[src/rv_consts.svh]
// Widths, reset PC and major opcode encodings of the RV32I front end
`ifndef RV_CONSTS_SVH
`define RV_CONSTS_SVH

`define RV_XLEN         32
`define RV_ILEN         32
`define RV_RESET_PC     32'h0000_0000

// RV32I major opcodes
`define RV_OP_LUI       7'b0110111
`define RV_OP_AUIPC     7'b0010111
`define RV_OP_JAL       7'b1101111
`define RV_OP_JALR      7'b1100111
`define RV_OP_BRANCH    7'b1100011
`define RV_OP_LOAD      7'b0000011
`define RV_OP_STORE     7'b0100011
`define RV_OP_IMM       7'b0010011
`define RV_OP_REG       7'b0110011
`define RV_OP_FENCE     7'b0001111
`define RV_OP_SYSTEM    7'b1110011

`endif

[src/rv_pkg.sv]
// Instruction format union, decoded record and issue record types
`include "rv_consts.svh"

package rv_pkg;

    typedef struct packed {
        logic [6:0]  funct7;
        logic [4:0]  rs2;
        logic [4:0]  rs1;
        logic [2:0]  funct3;
        logic [4:0]  rd;
        logic [6:0]  opcode;
    } rv_r_fmt_t;

    typedef struct packed {
        logic [11:0] imm_11_0;
        logic [4:0]  rs1;
        logic [2:0]  funct3;
        logic [4:0]  rd;
        logic [6:0]  opcode;
    } rv_i_fmt_t;

    typedef struct packed {
        logic [6:0]  imm_11_5;
        logic [4:0]  rs2;
        logic [4:0]  rs1;
        logic [2:0]  funct3;
        logic [4:0]  imm_4_0;
        logic [6:0]  opcode;
    } rv_s_fmt_t;

    typedef struct packed {
        logic        imm_12;
        logic [5:0]  imm_10_5;
        logic [4:0]  rs2;
        logic [4:0]  rs1;
        logic [2:0]  funct3;
        logic [3:0]  imm_4_1;
        logic        imm_11;
        logic [6:0]  opcode;
    } rv_b_fmt_t;

    typedef struct packed {
        logic [19:0] imm_31_12;
        logic [4:0]  rd;
        logic [6:0]  opcode;
    } rv_u_fmt_t;

    typedef struct packed {
        logic        imm_20;
        logic [9:0]  imm_10_1;
        logic        imm_11;
        logic [7:0]  imm_19_12;
        logic [4:0]  rd;
        logic [6:0]  opcode;
    } rv_j_fmt_t;

    // One fetched word, read in whichever layout its opcode calls for
    typedef union packed {
        logic [`RV_ILEN-1:0] raw;
        rv_r_fmt_t           r;
        rv_i_fmt_t           i;
        rv_s_fmt_t           s;
        rv_b_fmt_t           b;
        rv_u_fmt_t           u;
        rv_j_fmt_t           j;
    } rv_instr_u;

    typedef struct packed {
        logic [6:0]  opcode;
        logic [2:0]  funct3;
        logic [6:0]  funct7;
        logic [4:0]  rs1;
        logic [4:0]  rs2;
        logic [4:0]  rd;
        logic [4:0]  zimm;
        logic [11:0] csr;
        logic [5:0]  shamt;
        logic [3:0]  pred;
        logic [3:0]  succ;
        logic [11:0] imm12;
        logic [19:0] imm20;
        // bit 0 fence, bit 1 fence.i
        logic [1:0]  fence;
        // ecall, ebreak, CSR from bit 0 up
        logic [2:0]  env;
        logic        lui;
        logic        auipc;
        logic        jal;
        logic        jalr;
        logic        branching;
        logic        processing;
        logic        inst_error;
    } rv_dec_t;

    typedef struct packed {
        logic [`RV_XLEN-1:0] pc;
        rv_dec_t             dec;
    } rv_issue_t;

endpackage

[src/rv_decoder.sv]
// Combinational RV32I decoder from instruction word to decoded record
`include "rv_consts.svh"

module rv_decoder (
    input  rv_pkg::rv_instr_u instruction,
    output rv_pkg::rv_dec_t   dec
);

    always_comb begin
        // Plain field slices valid whatever the format
        dec.opcode = instruction.r.opcode;
        dec.funct3 = instruction.r.funct3;
        dec.funct7 = instruction.r.funct7;
        dec.rs1    = instruction.r.rs1;
        dec.rs2    = instruction.r.rs2;
        dec.rd     = instruction.r.rd;
        dec.zimm   = instruction.r.rs1;
        dec.csr    = instruction.i.imm_11_0;
        dec.shamt  = instruction.raw[25:20];
        dec.pred   = instruction.raw[27:24];
        dec.succ   = instruction.raw[23:20];

        // Class defaults, overridden by the opcode below
        dec.imm12      = 12'h000;
        dec.imm20      = 20'h00000;
        dec.fence      = 2'b00;
        dec.env        = 3'b000;
        dec.lui        = 1'b0;
        dec.auipc      = 1'b0;
        dec.jal        = 1'b0;
        dec.jalr       = 1'b0;
        dec.branching  = 1'b0;
        dec.processing = 1'b0;
        dec.inst_error = 1'b0;

        case (instruction.r.opcode)
            `RV_OP_LUI: begin
                dec.lui   = 1'b1;
                dec.imm20 = instruction.u.imm_31_12;
            end

            `RV_OP_AUIPC: begin
                dec.auipc = 1'b1;
                dec.imm20 = instruction.u.imm_31_12;
            end

            `RV_OP_JAL: begin
                dec.jal   = 1'b1;
                dec.imm20 = {instruction.j.imm_20,
                             instruction.j.imm_19_12,
                             instruction.j.imm_11,
                             instruction.j.imm_10_1};
            end

            `RV_OP_JALR: begin
                dec.jalr  = 1'b1;
                dec.imm12 = instruction.i.imm_11_0;
            end

            `RV_OP_BRANCH: begin
                dec.branching = 1'b1;
                dec.imm12     = {instruction.b.imm_12,
                                 instruction.b.imm_11,
                                 instruction.b.imm_10_5,
                                 instruction.b.imm_4_1};
            end

            `RV_OP_SYSTEM: begin
                if (instruction.i.funct3 != 3'b000) begin
                    dec.env = 3'b100;
                end else if (instruction.i.imm_11_0[0]) begin
                    dec.env = 3'b010;
                end else begin
                    dec.env = 3'b001;
                end
            end

            `RV_OP_FENCE: begin
                // funct3 bit 0 tells fence.i apart
                if (instruction.i.funct3[0]) begin
                    dec.fence = 2'b10;
                end else begin
                    dec.fence = 2'b01;
                end
            end

            `RV_OP_LOAD: begin
                dec.processing = 1'b1;
                dec.imm12      = instruction.i.imm_11_0;
            end

            `RV_OP_STORE: begin
                dec.processing = 1'b1;
                dec.imm12      = {instruction.s.imm_11_5, instruction.s.imm_4_0};
            end

            `RV_OP_IMM: begin
                dec.processing = 1'b1;
                dec.imm12      = instruction.i.imm_11_0;
            end

            `RV_OP_REG: begin
                dec.processing = 1'b1;
            end

            default: begin
                dec.inst_error = 1'b1;
            end
        endcase
    end

endmodule

[src/rv_fetch.sv]
// PC, instruction memory handshake, JAL redirect and the single issue slot
`include "rv_consts.svh"

module rv_fetch (
    input  logic                  aclk,
    input  logic                  rst_n,
    output logic                  imem_req,
    output logic [`RV_XLEN-1:0]   imem_addr,
    input  logic                  imem_ack,
    input  logic [`RV_ILEN-1:0]   imem_rdata,
    output rv_pkg::rv_instr_u     instr,
    input  rv_pkg::rv_dec_t       dec,
    output logic                  issue_req,
    output rv_pkg::rv_issue_t     issue,
    input  logic                  issue_ack
);

    logic [`RV_XLEN-1:0] pc;
    logic [`RV_XLEN-1:0] next_pc;
    logic                slot_free;
    logic                capture;

    assign instr     = imem_rdata;
    assign imem_addr = pc;

    // Slot is free once the previous issue handshake has fully closed
    assign slot_free = !issue_req && !issue_ack;
    assign capture   = imem_req && imem_ack && slot_free;

    // JAL offset is in halfwords
    assign next_pc = dec.jal ? pc + {{11{dec.imm20[19]}}, dec.imm20, 1'b0}
                             : pc + 32'd4;

    // Memory side
    always_ff @(posedge aclk or negedge rst_n) begin
        if (!rst_n) begin
            imem_req <= 1'b0;
            pc       <= `RV_RESET_PC;
        end else begin
            if (capture) begin
                imem_req <= 1'b0;
                pc       <= next_pc;
            end else if (!imem_req && !imem_ack) begin
                imem_req <= 1'b1;
            end
        end
    end

    // Issue side
    always_ff @(posedge aclk or negedge rst_n) begin
        if (!rst_n) begin
            issue_req <= 1'b0;
        end else begin
            if (capture) begin
                issue_req <= 1'b1;
            end else if (issue_req && issue_ack) begin
                issue_req <= 1'b0;
            end
        end
    end

    // Payload holds until the consumer has taken it
    always_ff @(posedge aclk) begin
        if (capture) begin
            issue.pc  <= pc;
            issue.dec <= dec;
        end
    end

endmodule

[src/rv_frontend.sv]
// Top level of the instruction front end, fetch unit and decoder
`include "rv_consts.svh"

module rv_frontend (
    input  logic                  aclk,
    input  logic                  rst_n,
    // Instruction memory
    output logic                  imem_req,
    output logic [`RV_XLEN-1:0]   imem_addr,
    input  logic                  imem_ack,
    input  logic [`RV_ILEN-1:0]   imem_rdata,
    // Toward execution
    output logic                  issue_req,
    output rv_pkg::rv_issue_t     issue,
    input  logic                  issue_ack
);

    import rv_pkg::*;

    rv_instr_u instr;
    rv_dec_t   dec;

    rv_fetch fetch_i (
        .aclk       (aclk),
        .rst_n      (rst_n),
        .imem_req   (imem_req),
        .imem_addr  (imem_addr),
        .imem_ack   (imem_ack),
        .imem_rdata (imem_rdata),
        .instr      (instr),
        .dec        (dec),
        .issue_req  (issue_req),
        .issue      (issue),
        .issue_ack  (issue_ack)
    );

    rv_decoder decoder_i (
        .instruction (instr),
        .dec         (dec)
    );

endmodule

[config.mk]
export PLATFORM = sky130hd
export DESIGN_NAME = rv_frontend
export DESIGN_NICKNAME = d
export VERILOG_FILES = /design/src/rv_pkg.sv /design/src/rv_decoder.sv /design/src/rv_fetch.sv /design/src/rv_frontend.sv
export VERILOG_INCLUDE_DIRS = /design/src /design/src/src
export SDC_FILE = /design/constraint.sdc
export NUM_CORES = 1
export LEC_CHECK = 0
export BUFFER_PORTS_ARGS = -buffer_cell sky130_fd_sc_hd__clkbuf_2
export CAP_MARGIN = 5
export CORE_MARGIN = 2
export CORE_UTILIZATION = 29
export DETAILED_ROUTE_END_ITERATION = 10
export GPL_TIMING_DRIVEN = 0
export SLEW_MARGIN = 10
export SYNTH_ARGS = -nofsm -noshare
export SYNTH_HDL_FRONTEND = slang
export SYNTH_SLANG_ARGS = --single-unit
[constraint.sdc]
create_clock -name aclk -period 6.3 [get_ports aclk]
set_input_delay 1.26 -clock aclk [delete_from_list [all_inputs] [get_ports aclk]]
set_output_delay 1.26 -clock aclk [all_outputs]
set_load 0.03 [all_outputs]
==> summary.md <==
| Metric | Value |
|---|---|
| Status | `complete, no violations` |
| Wl on met1 | `approximately 10 mm` |
| Crit path arrival time | `about 5.7 ns` |
| Worst hold start | `fetch_i.imem_addr[1]` |
| Router iterations before antenna repair | `6` |
| Die Ht | `165 um` |
| Min cycle time layout | `~5.5 ns` |
| Initial Util | `approximately 30%` |
| Pwr dens | `between 200 and 300 nW/um^2` |
| Hold Fails Final Rpt | `0` |
| LEAKAGE | `between 0.004 and 0.005 uW` |
| Seq/Total Area, Yosys | `53.9%` |
| Worst Path Required | `approximately 6.6 ns` |
| Port bufs | `206` |
| Post-synth top cells | `edfxtp_1 (107), a21oi_1 (66), nand2_1 (48)` |
| Count leader, synth | `edfxtp_1` |
| Die area | `27100 um^2` |
| Vias in the first global route | `between 5000 and 6000` |
| Max Freq | `~0.18 GHz` |
| Largest net degree at the start of global routing | `a little over 60` |
| Setup TNS | `0 ns` |
| Initial antenna violation count | `1` |
| Number of nets in the layout | `around 980` |
| Hold path depth | `0` |
| CTS tree | `yes` |
| Routed vias/inst | `5.15` |
| Post-CTS Hold Fix Bufs | `0` |
| DR vias | `between 6000 and 7000` |
| Layout cells sized above 1 | `between 30% and 40%` |
| Critical-path top delay cell | `o21a_1` |
| Yosys top cell by area | `edfxtp_1` |
| Worst setup EP type | `flip-flop` |
| Worst Hold Endpoint | `fetch_i.issue[108]` |
| Normalized max-slew margin | `between 30 and 40%` |
| Worst reg2reg path startpoint | `fetch_i.imem_addr[2]` |
| First-pass GRT wire length | `approximately 36 mm` |
| 1st-iter DRT viols | `roughly 550` |
| Row cnt | `between 50 and 60` |
| WL per Instance | `~19 um` |
| Synth Flop Type | `edfxtp_1` |
| Core Area | `between 20000 and 30000 um^2` |
| Slew of the pin with the lowest slew margin | `approximately 0.94 ns` |
| Global route overflow | `0` |
| Critical R2R Capture | `fetch_i.imem_addr[29]` |
| Endpoints failing setup | `0` |
| Post-CTS setup buffer count | `0` |
| Async S/R FF share, synth | `a little under a quarter` |
| Hold Path Class | `reg2reg` |
| CP max stage delay | `0.53 ns` |
| Final Skew | `approximately 0.0096 ns` |
| CP startpoint | `imem_rdata[4]` |
| Synth area leaders | `edfxtp_1 (43%), dfrtp_1 (11%), ha_1 (5.2%)` |
| Critical path type | `in2reg` |
| Area share of the largest cell type after synthesis | `about 43%` |
| TritonCTS Sinks | `140` |
| Ports | `approximately 210` |
| Routability congestion estimate | `0.846` |
| Final Cell Area | `~9600 um^2` |
| R2r setup slk | `roughly 3.3 ns` |
| DRT antenna net count | `0` |
| Uppermost layer routed | `met4` |
| Worst-path clk slew | `0.06 ns` |
| Syn Std Cell Area | `7490 um^2` |
| Final HPWL DP | `approximately 18 mm` |
| Slew Limit Fails | `0` |
| EDFF count, synth | `about 110` |
| Most frequent cell on the critical path | `buf_2` |
| GRT Total Usage | `approximately 18%` |
| #FFs+latches synth | `140` |
| Period utilization | `a little under 90%` |
| Unique masters post-synth | `64` |
| Core Util, Final | `between 30 and 40%` |
| Design Power | `between 2000 and 2500 uW` |
| Register area | `around 4000 um^2` |
| Layout area overhead | `27.5%` |
| DR WL met3 | `around 2 mm` |
| VDD IR max | `roughly 160 uV` |
| Setup Slack @ Placement | `0.434 ns` |
| Clk buf depth | `2` |
| PostCTS Resize Cnt | `0` |
| Worst R2R Path Depth | `10` |
| Yosys warns | `0` |
| Area of the multi-input gates | `3010 um^2` |
| RSZ-0062 raised after global routing | `false` |
| Syn Area/Cell | `between 10 and 15 um^2` |
| WL met2 | `roughly 11 mm` |
| Critical-path cell list | `clkbuf_2 -> buf_2 -> nor2_1 -> nand4_1 -> or2_1 -> clkbuf_1 -> inv_2 -> buf_2 -> buf_2 -> o21a_1 -> ha_1 -> clkbuf_1 -> and3_1 -> nand2_1 -> nor3_1 -> o21a_1 -> a311o_1 -> a41oi_1 -> xor2_1 -> a21oi_1` |
| Syn Inst Count | `around 690` |
| Area after DPL | `~9000 um^2` |
| Clk root buf | `clkbuf_16` |
| Final WS setup | `0.839 ns` |
| Drc violations | `0` |
| Skew-Pair Late Insertion Delay | `approximately 0.42 ns` |
| TritonCTS buffer count | `17` |
| Startpoint types | `input port` |
| CP max FO | `12` |
| H-tree depth | `4` |
| Final wirelength | `around 24 mm` |
| Die span in x | `~160 um` |
| Maxcap violations | `0` |
| Fillers | `2529` |
## critical path, delay by kind of cell
kind	cells	cell delay (ns)
XOR/XNOR	1	0.17
AND/OR/NAND/NOR	6	1.11
adder cells (fa/ha/maj)	1	0.34
AO/OA/AOI/OAI	5	1.36
buffers and inverters	7	1.48
## routing by layer
layer / GRT usage, % / vias up
met2: 29.5 / 315
li1: - / 3050
met4: 5.89 / 0
met5: 0 / -
met1: 22.6 / 3086
met3: 3.97 / 22
## cell type report
class	count	share of cell area, %
Multi-Input combinational cell	465	31.5
Tap cell	330	4.32
Timing Repair Buffer	208	11.4
Buffer	59	3.81
Inverter	23	0.903
Clock buffer	18	4.49
Antenna cell	1	0.0262
Sequential cell	140	42.3
Clock inverter	14	1.31
## registers in the layout (all words and copies together), names as in the netlist
register,count
fetch_i.imem_addr,31
fetch_i.imem_req,1
fetch_i.issue,107
fetch_i.issue_req,1
## cell usage in the layout (no fill, tap or decap), types with 3 or more instances in the layout
cell        count
edfxtp_1      107
a31oi_1         8
a21oi_1        66
dfrtp_1        33
a21o_1         17
a211oi_1        7
buf_4          34
inv_1          18
o22ai_1         4
or3_1           3
nand2b_1        3
and3_1         11
clkbuf_2      206
clkinvlp_4      4
ha_1           31
nor2_1         42
a22oi_1         3
xor2_1         10
o21ai_0        24
nor3_1         12
xnor2_1        13
o31ai_1         3
o21a_1          6
and2_1          6
nor4_1          5
nand3_1        24
nand2_1        48
nand4_1         9
inv_8           3
clkbuf_1       16
a22o_1         27
o211ai_1        9
o21ai_1        28
inv_6           5
a222oi_1        5
inv_2           5
buf_2           9
clkbuf_16      17
## worst max path at each step
stage,end,depth (start not counted)
floorplan,fetch_i.issue[0],4
detailed placement,fetch_i.imem_addr[28],20
finish,fetch_i.imem_addr[28],20
CTS,fetch_i.imem_addr[28],20
global route,fetch_i.imem_addr[28],20
global placement,fetch_i.imem_addr[13],6
## stage by stage
stage	instances	hold WS (ns)
after floorplan	687	0.672
after global placement	1223	0.518
after detailed placement	1225	0.537
after CTS	1257	0.552
after global routing	1258	0.577
final	1258	0.546
## power by group
part	switching, uW	internal [uW]	total (uW)
clock network	451	519	970
registers	59.6	1060	1120
logic	266	113	379
total	777	1690	2460
## cells by family (layout without fill, tap and decap cells)
family | Yosys count | after routing | synth area share, %
flip-flops | 140 | 140 | 53.9
other | 1 | 3 | 0.0500
AND/OR/NAND/NOR | 179 | 179 | 12.0
buffers and inverters | 82 | 322 | 5.96
multiplexers | 2 | 2 | 0.267
XOR/XNOR | 23 | 23 | 2.69
adder cells (fa/ha/maj) | 32 | 32 | 5.44
AO/OA/AOI/OAI | 227 | 227 | 19.7
Power figures use the tool's default switching activity.
